===== src/include/vrc6_cfg.svh =====
// VRC6 mapper constants
`ifndef VRC6_CFG_SVH
`define VRC6_CFG_SVH

`define VRC6_CPU_AW         16
`define VRC6_PPU_AW         14
`define VRC6_PRG_OUT_W      22
`define VRC6_CHR_OUT_W      22

`define VRC6_PRG_BANK_W     6 // 8 KB banks
`define VRC6_CHR_BANK_W     8 // 1 KB banks

`define VRC6_WRAM_BASE      9'h1E0 // Upper address bits of work RAM
`define VRC6_CHR_BASE       3'b100 // CHR ROM region tag

// Scanline prescaler reloads
`define VRC6_SCALER_LONG    7'd113
`define VRC6_SCALER_SHORT   7'd112

`define VRC6_AUDIO_W        16

`endif


===== src/verilog/vrc6_pkg.sv =====
// VRC6 mapper types
`include "vrc6_cfg.svh"

package vrc6_pkg;

	// Register targets of a CPU write
	typedef enum logic [4:0] {
		prg_8000,
		prg_c000,
		mirror,
		chr_0, chr_1, chr_2, chr_3,
		chr_4, chr_5, chr_6, chr_7,
		irq_latch, irq_ctrl, irq_ack,
		pulse1_ctrl, pulse1_lo, pulse1_hi,
		pulse2_ctrl, pulse2_lo, pulse2_hi,
		saw_rate, saw_lo, saw_hi,
		none
	} reg_sel_e;

	typedef enum logic [1:0] {
		vertical,
		horizontal,
		single_a,
		single_b
	} mirror_e;

	typedef struct packed {
		logic [`VRC6_CPU_AW-1:0] addr;
		logic [7:0]              data;
		logic                    write;
	} cpu_bus_t;

	typedef struct packed {
		reg_sel_e   sel; // none when no write this cycle
		logic [7:0] data;
	} reg_write_t;

	typedef struct packed {
		logic [`VRC6_PRG_BANK_W-2:0]          prg_8000; // 16 KB window with A13 appended
		logic [`VRC6_PRG_BANK_W-1:0]          prg_c000;
		logic [7:0][`VRC6_CHR_BANK_W-1:0]     chr;
		mirror_e                              mirror;
	} bank_state_t;

endpackage


===== src/verilog/vrc6_addr_map.sv =====
// VRC6 PRG, CHR and nametable mapping
`timescale 1ns/1ps
`include "vrc6_cfg.svh"

module vrc6_addr_map (
	input  logic [`VRC6_CPU_AW-1:0]    prg_addr,
	input  logic [`VRC6_PPU_AW-1:0]    chr_addr,
	input  logic                       write,
	input  vrc6_pkg::bank_state_t      banks,
	output logic [`VRC6_PRG_OUT_W-1:0] prg_aout,
	output logic                       prg_allow,
	output logic [`VRC6_CHR_OUT_W-1:0] chr_aout,
	output logic                       vram_ce,
	output logic                       vram_a10
);

	localparam int PRG_PAD = `VRC6_PRG_OUT_W - `VRC6_PRG_BANK_W - 13;
	localparam int CHR_PAD = `VRC6_CHR_OUT_W - $bits(`VRC6_CHR_BASE) - `VRC6_CHR_BANK_W - 10;

	logic [`VRC6_PRG_BANK_W-1:0] prg_bank;
	logic [`VRC6_CHR_BANK_W-1:0] chr_bank;
	logic                        is_ram;

	assign is_ram = prg_addr[15:13] == 3'b011; // 6000-7FFF

	always_comb begin
		case (prg_addr[15:13])
			3'b100, 3'b101: prg_bank = {banks.prg_8000, prg_addr[13]}; // 8000-BFFF
			3'b110:         prg_bank = banks.prg_c000;
			3'b111:         prg_bank = '1; // Fixed last bank
			default:        prg_bank = '0;
		endcase
	end

	assign prg_aout = is_ram ? {`VRC6_WRAM_BASE, prg_addr[12:0]}
		: {{PRG_PAD{1'b0}}, prg_bank, prg_addr[12:0]};
	assign prg_allow = (prg_addr[15] && !write) || is_ram;

	assign chr_bank = banks.chr[chr_addr[12:10]];
	assign chr_aout = {`VRC6_CHR_BASE, {CHR_PAD{1'b0}}, chr_bank, chr_addr[9:0]};
	assign vram_ce = chr_addr[13];

	always_comb begin
		case (banks.mirror)
			vrc6_pkg::vertical:   vram_a10 = chr_addr[10];
			vrc6_pkg::horizontal: vram_a10 = chr_addr[11];
			vrc6_pkg::single_a:   vram_a10 = 1'b0;
			default:              vram_a10 = 1'b1;
		endcase
	end

endmodule


===== src/verilog/vrc6_bank_regs.sv =====
// VRC6 bank and mirroring registers
`timescale 1ns/1ps
`include "vrc6_cfg.svh"

module vrc6_bank_regs (
	input  logic                  clk,
	input  logic                  reset,
	input  vrc6_pkg::reg_write_t  wr_evt,
	output vrc6_pkg::bank_state_t banks
);

	logic is_chr;
	logic [2:0] chr_idx;

	// CHR selects are contiguous in the enum
	assign is_chr = wr_evt.sel inside {[vrc6_pkg::chr_0:vrc6_pkg::chr_7]};
	assign chr_idx = 3'(wr_evt.sel - vrc6_pkg::chr_0);

	always_ff @(posedge clk) begin
		if (reset) begin
			banks.prg_8000 <= '0;
			banks.prg_c000 <= '0;
			banks.chr      <= '0;
			banks.mirror   <= vrc6_pkg::vertical;
		end else begin
			case (wr_evt.sel)
				vrc6_pkg::prg_8000:
					banks.prg_8000 <= wr_evt.data[`VRC6_PRG_BANK_W-2:0];
				vrc6_pkg::prg_c000:
					banks.prg_c000 <= wr_evt.data[`VRC6_PRG_BANK_W-1:0];
				vrc6_pkg::mirror:
					banks.mirror <= vrc6_pkg::mirror_e'(wr_evt.data[3:2]); // B003 bits 3:2
				default: begin
					if (is_chr)
						banks.chr[chr_idx] <= wr_evt.data[`VRC6_CHR_BANK_W-1:0];
				end
			endcase
		end
	end

endmodule


===== src/verilog/vrc6_irq.sv =====
// VRC6 IRQ counter
`timescale 1ns/1ps
`include "vrc6_cfg.svh"

module vrc6_irq (
	input  logic                 clk,
	input  logic                 reset,
	input  logic                 ce,
	input  vrc6_pkg::reg_write_t wr_evt,
	output logic                 irq
);

	logic [7:0] latch;
	logic [7:0] count;
	logic [6:0] scaler;
	logic [1:0] line; // Position in the 3-line prescaler pattern
	logic       mode; // 1 = CPU cycle mode
	logic       enable;
	logic       ack_en;
	logic       tick;
	logic       reload;
	logic       clear;

	assign tick = mode || (scaler == '0);
	assign reload = (wr_evt.sel == vrc6_pkg::irq_ctrl) && wr_evt.data[1];
	assign clear = (wr_evt.sel == vrc6_pkg::irq_ctrl) || (wr_evt.sel == vrc6_pkg::irq_ack);

	always_ff @(posedge clk) begin
		if (reset) begin
			latch  <= '0;
			mode   <= 1'b0;
			enable <= 1'b0;
			ack_en <= 1'b0;
		end else begin
			case (wr_evt.sel)
				vrc6_pkg::irq_latch: latch <= wr_evt.data;
				vrc6_pkg::irq_ctrl:  {mode, enable, ack_en} <= wr_evt.data[2:0];
				vrc6_pkg::irq_ack:   enable <= ack_en;
				default: ;
			endcase
		end
	end

	always_ff @(posedge clk) begin
		if (reset) begin
			count  <= '0;
			scaler <= '0;
			line   <= '0;
		end else if (reload) begin
			count  <= latch;
			scaler <= `VRC6_SCALER_LONG;
			line   <= '0;
		end else if (ce && enable) begin
			if (scaler != '0) begin
				scaler <= scaler - 7'd1;
			end else begin
				scaler <= line[1] ? `VRC6_SCALER_SHORT : `VRC6_SCALER_LONG;
				line   <= line[1] ? 2'd0 : line + 2'd1;
			end
			if (tick)
				count <= (count == 8'hFF) ? latch : count + 8'd1;
		end
	end

	always_ff @(posedge clk) begin
		if (reset)
			irq <= 1'b0;
		else if (clear)
			irq <= 1'b0; // Control or ack write drops the request
		else if (ce && enable && tick && count == 8'hFF)
			irq <= 1'b1;
	end

	// A request never appears together with a disabled counter
	assert property (@(posedge clk) disable iff (reset) !enable |-> !$rose(irq));

endmodule


===== src/verilog/vrc6_mapper.sv =====
// VRC6 mapper top level
`timescale 1ns/1ps
`include "vrc6_cfg.svh"

module vrc6_mapper (
	input  logic                       clk,
	input  logic                       reset,
	input  logic                       ce,         // M2 enable
	input  logic                       swap_a0_a1, // Set for mapper 26
	input  vrc6_pkg::cpu_bus_t         bus,
	input  logic [`VRC6_PPU_AW-1:0]    chr_addr,
	input  logic [`VRC6_AUDIO_W-1:0]   audio_in,   // APU audio level
	output logic [`VRC6_PRG_OUT_W-1:0] prg_aout,
	output logic                       prg_allow,
	output logic [`VRC6_CHR_OUT_W-1:0] chr_aout,
	output logic                       vram_ce,
	output logic                       vram_a10,
	output logic                       irq,
	output logic [`VRC6_AUDIO_W-1:0]   audio
);

	vrc6_pkg::reg_write_t  wr_evt;
	vrc6_pkg::bank_state_t banks;
	logic [3:0] p1_level;
	logic [3:0] p2_level;
	logic [4:0] saw_level;
	logic [5:0] exp_sum;
	logic [`VRC6_AUDIO_W-1:0] exp_audio;
	logic [`VRC6_AUDIO_W:0]   mixed;

	vrc6_reg_decode u_decode (.clk, .reset, .ce, .swap_a0_a1, .bus, .wr_evt);

	vrc6_bank_regs u_banks (.clk, .reset, .wr_evt, .banks);

	vrc6_addr_map u_map (
		.prg_addr  (bus.addr),
		.chr_addr  (chr_addr),
		.write     (bus.write),
		.banks     (banks),
		.prg_aout  (prg_aout),
		.prg_allow (prg_allow),
		.chr_aout  (chr_aout),
		.vram_ce   (vram_ce),
		.vram_a10  (vram_a10)
	);

	vrc6_irq u_irq (.clk, .reset, .ce, .wr_evt, .irq);

	vrc6_pulse u_pulse1 (.clk, .reset, .ce, .wr_evt, .is_second(1'b0), .level(p1_level));
	vrc6_pulse u_pulse2 (.clk, .reset, .ce, .wr_evt, .is_second(1'b1), .level(p2_level));
	vrc6_saw u_saw (.clk, .reset, .ce, .wr_evt, .level(saw_level));

	// Channels sum before the amp, then stretch to full scale
	assign exp_sum = {2'b00, p1_level} + {2'b00, p2_level} + {1'b0, saw_level};
	assign exp_audio = {exp_sum, exp_sum, exp_sum[5:2]};

	// About 0.44 of the raw level to sit near APU loudness
	assign mixed = {1'b0, audio_in} + {1'b0, exp_audio >> 2} + {1'b0, exp_audio >> 3}
		+ {1'b0, exp_audio >> 4};
	assign audio = mixed[`VRC6_AUDIO_W:1];

endmodule


===== src/verilog/vrc6_pulse.sv =====
// VRC6 pulse channel
`timescale 1ns/1ps
`include "vrc6_cfg.svh"

module vrc6_pulse (
	input  logic                 clk,
	input  logic                 reset,
	input  logic                 ce,
	input  vrc6_pkg::reg_write_t wr_evt,
	input  logic                 is_second, // Selects the A00x register set
	output logic [3:0]           level
);

	vrc6_pkg::reg_sel_e ctrl_sel, lo_sel, hi_sel;
	logic [3:0]  vol;
	logic [2:0]  duty;
	logic [11:0] period;
	logic        mode; // Constant volume output
	logic        en;
	logic [11:0] div;
	logic [3:0]  step;
	logic [4:0]  duty_pos;

	assign ctrl_sel = is_second ? vrc6_pkg::pulse2_ctrl : vrc6_pkg::pulse1_ctrl;
	assign lo_sel = is_second ? vrc6_pkg::pulse2_lo : vrc6_pkg::pulse1_lo;
	assign hi_sel = is_second ? vrc6_pkg::pulse2_hi : vrc6_pkg::pulse1_hi;

	always_ff @(posedge clk) begin
		if (wr_evt.sel == ctrl_sel)
			{duty, vol} <= wr_evt.data[6:0];
		if (wr_evt.sel == lo_sel)
			period[7:0] <= wr_evt.data;
		if (wr_evt.sel == hi_sel)
			period[11:8] <= wr_evt.data[3:0];
	end

	always_ff @(posedge clk) begin
		if (reset) begin
			mode <= 1'b0;
			en   <= 1'b0;
			div  <= '0;
			step <= '0;
		end else begin
			if (wr_evt.sel == ctrl_sel)
				mode <= wr_evt.data[7];
			if (wr_evt.sel == hi_sel)
				en <= wr_evt.data[7];
			if (ce && en) begin
				if (div != '0) begin
					div <= div - 12'd1;
				end else begin
					div  <= period;
					step <= step + 4'd1;
				end
			end
		end
	end

	// Carry out means the step is past the duty point
	assign duty_pos = {1'b0, step} + {2'b01, ~duty};
	assign level = ((!duty_pos[4] || mode) && en) ? vol : 4'd0;

endmodule


===== src/verilog/vrc6_reg_decode.sv =====
// VRC6 CPU register decoder
`timescale 1ns/1ps
`include "vrc6_cfg.svh"

module vrc6_reg_decode (
	input  logic                  clk,
	input  logic                  reset,
	input  logic                  ce,
	input  logic                  swap_a0_a1, // Mapper 26 wiring
	input  vrc6_pkg::cpu_bus_t    bus,
	output vrc6_pkg::reg_write_t  wr_evt
);

	logic [`VRC6_CPU_AW-1:0] ain;
	vrc6_pkg::reg_sel_e      sel;

	assign ain = swap_a0_a1 ? {bus.addr[`VRC6_CPU_AW-1:2], bus.addr[0], bus.addr[1]} : bus.addr;

	always_comb begin
		casez ({ain[`VRC6_CPU_AW-1:`VRC6_CPU_AW-4], ain[1:0]})
			6'b1000_??: sel = vrc6_pkg::prg_8000;
			6'b1001_00: sel = vrc6_pkg::pulse1_ctrl;
			6'b1001_01: sel = vrc6_pkg::pulse1_lo;
			6'b1001_10: sel = vrc6_pkg::pulse1_hi;
			6'b1010_00: sel = vrc6_pkg::pulse2_ctrl;
			6'b1010_01: sel = vrc6_pkg::pulse2_lo;
			6'b1010_10: sel = vrc6_pkg::pulse2_hi;
			6'b1011_00: sel = vrc6_pkg::saw_rate;
			6'b1011_01: sel = vrc6_pkg::saw_lo;
			6'b1011_10: sel = vrc6_pkg::saw_hi;
			6'b1011_11: sel = vrc6_pkg::mirror;
			6'b1100_??: sel = vrc6_pkg::prg_c000;
			6'b1101_00: sel = vrc6_pkg::chr_0;
			6'b1101_01: sel = vrc6_pkg::chr_1;
			6'b1101_10: sel = vrc6_pkg::chr_2;
			6'b1101_11: sel = vrc6_pkg::chr_3;
			6'b1110_00: sel = vrc6_pkg::chr_4;
			6'b1110_01: sel = vrc6_pkg::chr_5;
			6'b1110_10: sel = vrc6_pkg::chr_6;
			6'b1110_11: sel = vrc6_pkg::chr_7;
			6'b1111_00: sel = vrc6_pkg::irq_latch;
			6'b1111_01: sel = vrc6_pkg::irq_ctrl;
			6'b1111_10: sel = vrc6_pkg::irq_ack;
			default:    sel = vrc6_pkg::none;
		endcase
		if (!(ce && bus.write))
			sel = vrc6_pkg::none; // Only on an M2-qualified write
	end

	assign wr_evt = {sel, bus.data};

	// CPU must stay off the bus while the mapper is held in reset
	assert property (@(posedge clk) reset |-> wr_evt.sel == vrc6_pkg::none);

endmodule


===== src/verilog/vrc6_saw.sv =====
// VRC6 sawtooth channel
`timescale 1ns/1ps
`include "vrc6_cfg.svh"

module vrc6_saw (
	input  logic                 clk,
	input  logic                 reset,
	input  logic                 ce,
	input  vrc6_pkg::reg_write_t wr_evt,
	output logic [4:0]           level
);

	logic [5:0]  rate;
	logic [11:0] period;
	logic        en;
	logic [12:0] div;
	logic [2:0]  step;
	logic [7:0]  acc;

	always_ff @(posedge clk) begin
		if (wr_evt.sel == vrc6_pkg::saw_rate)
			rate <= wr_evt.data[5:0];
		if (wr_evt.sel == vrc6_pkg::saw_lo)
			period[7:0] <= wr_evt.data;
		if (wr_evt.sel == vrc6_pkg::saw_hi)
			period[11:8] <= wr_evt.data[3:0];
	end

	always_ff @(posedge clk) begin
		if (reset) begin
			en   <= 1'b0;
			div  <= '0;
			step <= '0;
			acc  <= '0;
		end else begin
			if (wr_evt.sel == vrc6_pkg::saw_hi)
				en <= wr_evt.data[7];
			if (ce && en) begin
				if (div != '0) begin
					div <= div - 13'd1;
				end else begin
					div <= {period, 1'b1}; // Accumulator clocks at half rate
					if (step == 3'd6) begin
						step <= '0;
						acc  <= '0;
					end else begin
						step <= step + 3'd1;
						acc  <= acc + {2'b00, rate};
					end
				end
			end
		end
	end

	assign level = en ? acc[7:3] : 5'd0;

endmodule


===== config.mk =====
export PLATFORM = sky130hd
export DESIGN_NAME = vrc6_mapper
export DESIGN_NICKNAME = d
export VERILOG_FILES = /design/src/verilog/vrc6_pkg.sv /design/src/verilog/vrc6_addr_map.sv /design/src/verilog/vrc6_bank_regs.sv /design/src/verilog/vrc6_irq.sv /design/src/verilog/vrc6_mapper.sv /design/src/verilog/vrc6_pulse.sv /design/src/verilog/vrc6_reg_decode.sv /design/src/verilog/vrc6_saw.sv
export VERILOG_INCLUDE_DIRS = /design/src /design/src/include
export SDC_FILE = /design/constraint.sdc
export NUM_CORES = 1
export LEC_CHECK = 0
export BUFFER_PORTS_ARGS = -buffer_cell sky130_fd_sc_hd__buf_2
export CAP_MARGIN = 20
export CORE_MARGIN = 3
export CORE_UTILIZATION = 44
export DETAILED_ROUTE_END_ITERATION = 12
export PLACE_DENSITY_LB_ADDON = 0.15
export SETUP_SLACK_MARGIN = 0.3
export SLEW_MARGIN = 20
export SYNTH_ARGS = -nofsm -noshare
export SYNTH_HDL_FRONTEND = slang
export SYNTH_SLANG_ARGS = --single-unit

===== constraint.sdc =====
create_clock -name clk -period 6.69 [get_ports clk]
set_input_delay 0.3345 -clock clk [delete_from_list [all_inputs] [get_ports clk]]
set_output_delay 0.3345 -clock clk [all_outputs]
set_load 0.03 [all_outputs]

-- Word-level counts from Yosys, hierarchy flattened
Cells that the tools add are included.
- order comparisons: 5
- mux-type cells: 29
- reduce and logical (&&, ||, !) cells: 41
- equal/unequal tests: 46
- $add $sub $neg: 18
- bitwise operators: 7
- operators by type and width (operator ; count):
    6-bit equality test (second input constant) ; 21
    5-bit one-hot mux with 23 select lines ; 1
    64-bit bitwise mux ; 1
    8-bit two-way mux ; 7
    5-bit equality test (second input constant) ; 7
    5-bit by 4-bit equality test with 1-bit output (second input constant) ; 5
    8-bit binary-select mux with 3-bit select ; 1
    8-bit demux with 3-bit select ; 1
    12-bit two-way mux ; 2
    12-bit nonzero test ; 2
    12-bit by 1-bit subtractor with 12-bit output (second input constant) ; 2
    22-bit two-way mux ; 1
    7-bit two-way mux ; 3
    6-bit one-hot mux with 3 select lines ; 1
    16-bit by 14-bit adder with 17-bit output ; 1
    17-bit by 12-bit adder with 17-bit output ; 1
    17-bit by 13-bit adder with 17-bit output ; 1
    4-bit by 4-bit adder with 5-bit output ; 3
    3-bit equality test (second input constant) ; 5
    1-bit logical AND ; 13
    13-bit two-way mux ; 1
    13-bit nonzero test ; 1
    13-bit by 1-bit subtractor with 13-bit output (second input constant) ; 1
    2-bit AND reduction ; 6
    37 further kinds ; 58
- register bits: 223
- logic and storage cells: 189

-- Longest topological paths before layout
Gate-level depths: netlist of the first run.
- depth in word-level cells: 11
- mapped depth: 27
- mapped depth without buffers: 27

-- By module
Synthesis of the first run repeated with hierarchy kept, for this count alone.
- cell total of the unflattened synthesis: 1438
- area, all modules: 13878.3 um^2
- modules (own cells, without submodules) (module ; cells an instance ; instances ; area each (um^2) ; sequential area each (um^2)):
    vrc6_bank_regs ; 369 ; 1 ; 3677.3 ; 1541.5
    vrc6_pulse ; 165 ; 2 ; 1784.2 ; 930.9
    vrc6_saw ; 217 ; 1 ; 2149.6 ; 1041.0
    vrc6_mapper ; 189 ; 1 ; 1652.8 ; 0.0
    vrc6_irq ; 178 ; 1 ; 1456.4 ; 580.6
    vrc6_addr_map ; 87 ; 1 ; 922.1 ; 0.0
    vrc6_reg_decode ; 68 ; 1 ; 451.7 ; 0.0

-- Worst setup path before layout of the first run
Ideal clock, no wire load.
- path type: register to output
- start point: reg u_pulse2.duty[1]
- end point: out audio[14]
- buffers on the path: 0
- cell stages (with the launch flop): 25
- setup slack: 0.316 ns
- arrival: 6.040 ns
- cells stage by stage: edfxtp_1 > inv_1 > ha_1 > a31o_2 > a211oi_1 > o21a_1 > and2_1 > fa_1 > ha_1 > fa_1 > a21o_1 > a21oi_1 > inv_1 > fa_1 > ha_1 > inv_1 > fa_1 > nor2b_1 > o21ai_0 > a21boi_0 > o211ai_1 > a31oi_1 > a21o_1 > a21oi_1 > xnor2_1
- word-level cells in the longest chain between the ends: 11
- RTL lines (item ; line ; source):
    from (decl) ; vrc6_pulse.sv:16 ; logic [2:0] duty;
    from (signal assigned) ; vrc6_pulse.sv:30 ; {duty, vol} <= wr_evt.data[6:0];
    3-bit inverter (*) ; vrc6_pulse.sv:60 ; assign duty_pos = {1'b0, step} + {2'b01, ~duty};
    4-bit by 4-bit adder with 5-bit output (*) ; vrc6_pulse.sv:60 ;
    1-bit zero test (*) ; vrc6_pulse.sv:61 ; assign level = ((!duty_pos[4] || mode) && en) ? vol : 4'd0;
    1-bit logical OR (*) ; vrc6_pulse.sv:61 ;
    1-bit logical AND (*) ; vrc6_pulse.sv:61 ;
    4-bit two-way mux (*) ; vrc6_pulse.sv:61 ;
    4-bit by 4-bit adder with 5-bit output (*) ; vrc6_mapper.sv:54 ; assign exp_sum = {2'b00, p1_level} + {2'b00, p2_level} + {1'b0, saw_level};
    5-bit by 5-bit adder with 6-bit output (*) ; vrc6_mapper.sv:54 ;
    16-bit by 14-bit adder with 17-bit output ; vrc6_mapper.sv:58 ; assign mixed = {1'b0, audio_in} + {1'b0, exp_audio >> 2} + {1'b0, exp_audio >> 3}
    17-bit by 13-bit adder with 17-bit output ; vrc6_mapper.sv:58 ;
    17-bit by 12-bit adder with 17-bit output (*) ; vrc6_mapper.sv:59 ; + {1'b0, exp_audio >> 4};
    to (decl) ; vrc6_mapper.sv:19 ; output logic [`VRC6_AUDIO_W-1:0] audio
Mark *: on every way between the ends. The rest lies on a longest branch, timed or not.

-- Worst setup path after layout of the first run
- start point: reg u_pulse2.step[1]
- end point: out audio[14]
- word-level cells in the longest chain between the ends: 10
- RTL lines (item ; line ; source):
    from (decl) ; vrc6_pulse.sv:21 ; logic [3:0] step;
    from (signal assigned) ; vrc6_pulse.sv:53 ; step <= step + 4'd1;
    4-bit by 4-bit adder with 5-bit output (*) ; vrc6_pulse.sv:60 ;
    1-bit zero test (*) ; vrc6_pulse.sv:61 ;
    1-bit logical OR (*) ; vrc6_pulse.sv:61 ;
    1-bit logical AND (*) ; vrc6_pulse.sv:61 ;
    4-bit two-way mux (*) ; vrc6_pulse.sv:61 ;
    4-bit by 4-bit adder with 5-bit output (*) ; vrc6_mapper.sv:54 ;
    5-bit by 5-bit adder with 6-bit output (*) ; vrc6_mapper.sv:54 ;
    16-bit by 14-bit adder with 17-bit output ; vrc6_mapper.sv:58 ;
    17-bit by 13-bit adder with 17-bit output ; vrc6_mapper.sv:58 ;
    17-bit by 12-bit adder with 17-bit output (*) ; vrc6_mapper.sv:59 ;
Marked as above.

==> results of run 1 <==
==> Yosys cell counts (7+ instances only) <==
cell,instances
buf_1,13
mux4_2,16
a21o_1,10
mux2i_1,95
edfxtp_1,56
a211oi_1,15
nand2_1,104
a21oi_1,83
nand3_1,19
a22oi_1,7
nor2_1,121
a31oi_1,11
xor2_1,12
nand2b_1,74
nor2b_1,11
buf_2,11
and2_1,19
o21ai_0,52
and3_1,14
xnor2_1,24
inv_1,66
o31ai_1,12
clkbuf_1,44
dfxtp_1,167
buf_4,34
or3_1,11
fa_1,25
nor3_1,34
ha_1,50
mux2_2,8
==> cell type report <==
cell class                 count  area (um2)
inverter                      66         248
clock inverter                13         125
timing repair buffer          95         544
sequential                   223        5030
fill                        2606       13800
tap                          378         473
multi-input combinational    928        6900
clock buffer                  35         748
==> kinds of logic after synthesis <==
| group | after synthesis | synth area share (%) |
|---|---|---|
| adder cells (fa/ha/maj) | 75 | 9.01 |
| multiplexers | 119 | 11.2 |
| AND/OR/NAND/NOR | 457 | 18.8 |
| XOR/XNOR | 36 | 2.52 |
| flip-flops | 223 | 40.2 |
| buffers and inverters | 169 | 6.27 |
| other | 2 | 0.0601 |
| AO/OA/AOI/OAI | 237 | 11.9 |
==> flip-flops by register name, summed over array words and instances, names as in the netlist, 2 cells and up <==
| signal | flops |
|---|---|
| u_banks.banks | 77 |
| u_saw.div | 13 |
| u_pulse1.div | 12 |
| u_pulse1.period | 12 |
| u_pulse2.div | 12 |
| u_pulse2.period | 12 |
| u_saw.period | 12 |
| u_irq.count | 8 |
| u_irq.latch | 8 |
| u_saw.acc | 8 |
| u_irq.scaler | 7 |
| u_saw.rate | 6 |
| u_pulse1.step | 4 |
| u_pulse1.vol | 4 |
| u_pulse2.step | 4 |
| u_pulse2.vol | 4 |
| u_pulse1.duty | 3 |
| u_pulse2.duty | 3 |
| u_saw.step | 3 |
| u_irq.line | 2 |
==> through the flow <==
stage	hold WS (ns)	utilization, %	total power, mW	cells
floorplan	0.431	-	1.66	1320
global placement	0.442	46.3	1.71	1678
detailed placement	0.443	46.3	1.71	1678
CTS	0.214	49.8	3.15	1733
global route	0.203	50.5	3.24	1738
finish	0.218	50.5	3.12	1738
==> routing by layer <==
metal  part of all wire [%]  global-route usage, %  wire, um  up-vias
li1                       -                      -         -     4619
met1                     47                   25.0     13300     4333
met2                     47                   31.0     13300      152
met4                    1.9                   4.32       535        0
met5                      0                      0         0        -
met3                    3.4                   2.27       940       37
==> worst min-delay path by stage <==
stage / start / end / slack [ns] / depth (start not counted)
3_3_place_gp: u_irq.latch[7]$_SDFFE_PP0N_ / u_irq.count[7]$_SDFFE_PP0P_ / 0.44 / 2
2_1_floorplan: u_irq.latch[7]$_SDFFE_PP0N_ / u_irq.count[7]$_SDFFE_PP0P_ / 0.43 / 2
5_1_grt: bus[7] / u_pulse2.duty[2]$_DFFE_PN_ / 0.20 / 1
6_report: bus[7] / u_pulse2.duty[2]$_DFFE_PN_ / 0.22 / 1
3_5_place_dp: u_irq.latch[7]$_SDFFE_PP0N_ / u_irq.count[7]$_SDFFE_PP0P_ / 0.44 / 2
4_1_cts: bus[7] / u_pulse2.duty[2]$_DFFE_PN_ / 0.21 / 1
==> timing repair <==
action | CTS | global route
gates resized for setup | 21 | 34
hold buffers | 0 | 0
buffers inserted | 7 | 5
endpoints found under the hold margin | 0 | 0
pin swaps | 24 | 28
endpoints found under the setup margin | 7 | 8
gates cloned | 0 | 0
==> power groups by stage <==
stage | clock network [mW] | logic [mW] | registers (mW)
after global routing | 1.52 | 0.319 | 1.40
after detailed placement | 0 | 0.284 | 1.43
after global placement | 0 | 0.283 | 1.43
after floorplan | 0 | 0.234 | 1.43
final | 1.43 | 0.289 | 1.40
after CTS | 1.47 | 0.287 | 1.40
==> metrics.yaml, run 1 <==
path_depth: 22
synthCells: 1318
synth_seq_cells: 223
grt-ovfl-total: 0
synth.area.top_cells: "dfxtp_1 27%, edfxtp_1 13%, mux2i_1 7.6%"
seqPwrFrac_pct: 44.9
setup_slack_ns: 0.458
reg2reg_from: "u_pulse1.div[2]$_SDFFE_PP0P_"
coreArea_mm2: 0.0279
finalCriticalPeriod_ns: 6.23
hold_path_class: "in -> reg"
pwr-share-clk_pct: 45.8
final_cell_mix: "166 x dfxtp_1, 120 x nor2_1, 104 x nand2_1, 95 x mux2i_1, 76 x a21oi_1"
area_growth_pct: 12.5
design_area_mm2: 0.0141
crit_fanout: 4
synth_area_per_cell_um2: 9.49
yosys_warnings: 0
crit_required_ns: 6.36
drtIter0Drc: 388
synth_seq_area_share_pct: 40.2
die-area_mm2: 0.0305
final_common_cell: "dfxtp_1"
crit_chain: "ha_1, a31o_2, a211oi_2, o21a_1, and2_4, fa_1, ha_2, fa_2, inv_1, fa_1, fa_1, inv_1, ha_4, nor2b_2, o21ai_2, a21boi_2, o211ai_1, a31oi_1, a21o_1, a21oi_2, xnor2_1, buf_4"
clock_latency_ns: 0.53
drive_above_1_share_pct: 16.5
fmax_mhz: 160
crit_slowest_cell: "fa_2"
rows: 61
pwr-share-comb_pct: 9.3
cpPeakStageDelay_ns: 0.53
synth_edf_count: 56
start_util_pct: 44.9
vias: 9141
wl_um: 28000
rsz0062_at_grt: "true"
status: "completed"
max_cap_viol_count: 0
gp_congestion: 0.830
slew_viol_final: 0
via_per_inst: 5.26
netlist_area_mm2: 0.0125
grt_use_total_pct: 18.3
final_nets: 1474
arrival_ns: 5.90
antenna_found_initial: 0
h-tree-depth: 1
worst_r2r_endpoint: "u_pulse1.step[3]$_SDFFE_PP0P_"
ir_drop_mv: 0.166
finalHoldViolCount: 0
cts.sink_count: 223
crit_path_end: "audio[14]"
crit_family: "adder cells"
synth_top_cell_by_area: "dfxtp_1"
die_width_um: 175
io_buffer_count: 76
clock_path_buffers: 3
synth-main-ff-cell: "dfxtp_1"
cts_tree: "done"
ant_nets: 0
yosysTopAreaCellShare_pct: 26.7
endpoint_kind: "primary output"
path_class: "reg -> out"
ff2ff_setup_slack_ns: 3.83
die_h_um: 175
synth.distinct_cells: 71
p_leak_nw: 5.85
worstMarginPinSlew_ns: 1.03
intPower_mw: 2.36
powerDensity_mw_per_mm2: 222
grt_pass1_vias: 8807
synthArstFlopShare_pct: 0
tns_ns: 0
avgRoutedWirePerCell_um: 16.1
drt_first_pass_iters: 4
numCtsBuffers: 26
antennaDiodeCount: 0
crit_buf_inv: 3
num_io_pins: 123
fin_skew_ns: 0.0180
clk_pin_slew_ns: 0.06
cts-root-buf: "clkbuf_16"
pre_cts_slack_ns: 0.329
grt_max_degree: 113
worst_slew_margin_rel_pct: 31.5
route.detailed.drc: 0
swShare_pct: 24.4
crit_start: "u_pulse2.step[1]$_SDFFE_PP0P_"
crit_top_cell: "fa_1"
dpl.hpwl_um: 18200
fin_crit_sh_pct: 93.2
p_sw_uw: 761
grt_first_pass_wirelength_um: 46200
placed_area_mm2: 0.0129
setup_violations: 0
critPathLaunchType: "flip-flop"
worst_r2r_path_depth: 8
Note: power is estimated with default switching activity, not from simulation.
==> inputs of run 2 (changes only) <==
==> constraint.sdc (replaced) <==
create_clock -name clk -period 8 [get_ports clk]
set_input_delay 0.4 -clock clk [delete_from_list [all_inputs] [get_ports clk]]
set_output_delay 0.4 -clock clk [all_outputs]
set_load 0.03 [all_outputs]
==> run 2 against run 1 <==
Compared with the run above: combinational power shrank 18%; power shrank 15%; critical path depth grew 5; clock-buffer cell count grew 1; setup slack gained 0.35 ns; wire length shrank 1.1%; die area is the same; cell area shrank 2.0%; hold slack gained 0.033 ns; clock power shrank 13%.
==> metrics.yaml, run 2 (synthesis gave the netlist of run 1 again) <==
finalHoldViolCount: 0  # unchanged
via_per_inst: 5.29  # +0.66%
antenna_found_initial: 0  # unchanged
drtIter0Drc: 407  # +4.9%
wl_met2_um: 13300  # +0.22%
rows: 61  # unchanged
worstMarginPinSlew_ns: 1.02  # -0.00897 ns
clk_pin_slew_ns: 0.06  # about the same
top_register: "u_banks.banks"
coreArea_mm2: 0.0279  # unchanged
p_leak_nw: 5.79  # -1.1%
vias: 9117  # -0.26%
met1Wirelength_um: 13100  # -1.2%
top_layer_used: "met4"
final_common_cell: "dfxtp_1"
dpl.hpwl_um: 18300  # +0.76%
avgRoutedWirePerCell_um: 16.1  # -0.15%
antennaDiodeCount: 0  # unchanged
crit_fanout: 8  # +4
numCtsBuffers: 26  # unchanged
final_nets: 1458  # -1.1%
drive_above_1_share_pct: 12.4  # -4.1 points
largest_register_ff_count: 77  # unchanged
setup_violations: 0  # unchanged
cts.sink_count: 223  # unchanged
hold-worst-slack_ns: 0.251  # +0.0333 ns
cts_tree: "done"
setup_slack_ns: 0.812  # +0.354 ns
grt_use_total_pct: 18.0  # -0.30 points
wl_um: 27700  # -1.1%
grt_max_degree: 101  # -11%
area_growth_pct: 10.2
num_io_pins: 123  # unchanged
grt_pass1_vias: 8859  # +0.59%
grt-ovfl-total: 0  # unchanged
power.total_mw: 2.64  # -15%
cts-root-buf: "clkbuf_16"
die-area_mm2: 0.0305  # unchanged
powerDensity_mw_per_mm2: 192  # -13%
holdBufCountCts: 0  # unchanged
pre_cts_slack_ns: 1.04  # +0.712 ns
arrival_ns: 6.79  # +0.89 ns
status: "completed"
ant_nets: 0  # unchanged
clock_latency_ns: 0.55  # +0.02 ns
drt_first_pass_iters: 5  # +1
h-tree-depth: 1  # unchanged
clock_path_buffers: 3  # unchanged
route.detailed.drc: 0  # unchanged
fin_skew_ns: 0.0334  # +0.0154 ns
post-route-util_pct: 49.5  # -1.0 points
critPathLaunchType: "flip-flop"
final_cell_mix: "167 x dfxtp_1, 121 x nor2_1, 104 x nand2_1, 95 x mux2i_1, 82 x a21oi_1"
reg.largest.list: "u_banks.banks (77), u_saw.div (13)"
hold_path_class: "in -> reg"
worst_slew_margin_rel_pct: 32.1  # +0.60 points
ir_drop_mv: 0.172  # +4.0%
path_class: "reg -> out"
fmax_mhz: 139
dr_wl_met3_um: 906  # -3.6%
n_fill_cell: 2622  # +0.61%
crit_required_ns: 7.60  # +1.24 ns
max_cap_viol_count: 0  # unchanged
start_util_pct: 44.9  # unchanged
slew_viol_final: 0  # unchanged
fin_crit_sh_pct: 89.9
finalCriticalPeriod_ns: 7.19
gp_congestion: 0.804  # -3.1%
endpoint_kind: "primary output"
tns_ns: 0  # unchanged
io_buffer_count: 76  # unchanged
die_width_um: 175  # unchanged
die_h_um: 175  # unchanged
rsz0062_at_grt: "false"
postCtsSetupRepairBufs: 0  # -7
grt_first_pass_wirelength_um: 45400  # -1.7%
## run 2: changes by cell type in the layout (fill, tap and decap cells not counted), sizes merged
| cell | previous run | this run |
|---|---|---|
| clkbuf | 35 | 36 |
| bufinv | 2 | 3 |
| buf | 95 | 79 |
| clkinv | 8 | 6 |
## run 2: layout make-up
cell class | instances | area [um2] | share of cell area, %
Sequential cell | 223 | 5020 | 36.5
Tap cell | 378 | 473 | 3.43
Inverter | 66 | 248 | 1.80
Multi-Input combinational cell | 928 | 6720 | 48.8
Timing Repair Buffer | 79 | 405 | 2.94
Clock inverter | 12 | 170 | 1.24
Clock buffer | 36 | 739 | 5.37
## run 2: stage by stage
step                      std cells  cell area, um2
after floorplan                1320           12500
after global placement         1674           12900
after detailed placement       1674           12900
after CTS                      1722           13800
after global routing           1722           13800
final                          1722           13800
## run 2: path summary, 6_finish.rpt
kind,slack [ns],endpoint,cells after the start,start
hold / removal,0.25,u_saw.period[6]$_DFFE_PN_,1,bus[7]
setup reg to reg,5.15,u_saw.div[7]$_SDFFE_PP0P_,8,u_saw.div[7]$_SDFFE_PP0P_
hold reg to reg,0.45,u_irq.count[7]$_SDFFE_PP0P_,2,u_irq.latch[7]$_SDFFE_PP0N_
setup / recovery,0.81,audio[14],27,u_pulse1.step[1]$_SDFFE_PP0P_
## run 2: critical path: stages (launching register included)
cell      delay [ns]
dfxtp_1         0.34
ha_1            0.29
a31o_2          0.24
a211oi_1        0.24
o21a_1          0.20
nand2_1         0.10
fa_1            0.53
inv_1           0.07
ha_1            0.29
a21o_1          0.18
a21oi_1         0.22
xnor2_2         0.23
inv_1           0.24
fa_1            0.43
inv_1           0.08
fa_1            0.41
ha_1            0.22
inv_1           0.07
fa_1            0.21
nor2b_1         0.05
o21ai_0         0.20
a21boi_0        0.22
o211ai_1        0.30
a31oi_1         0.17
a21o_1          0.21
a21oi_1         0.16
xnor2_1         0.13
buf_2           0.21
## run 2: power breakdown
group | internal [mW] | leakage [nW] | switching, mW | total, mW
clock | 0.750 | 0.441 | 0.487 | 1.24
combinational | 0.0784 | 3.50 | 0.158 | 0.236
sequential | 1.17 | 1.85 | 0.00525 | 1.17
## run 2: timing repair
item | 4_1_cts | 5_1_grt
setup endpoints to repair | 0 | 2
hold endpoints to repair | 0 | 0
resized for setup | 0 | 2
## run 2: layer usage
metal,vias up,global-route usage (%)
met4,0,3.59
met3,31,2.29
met2,146,31.0
li1,4588,-
met1,4352,24.4
met5,-,0
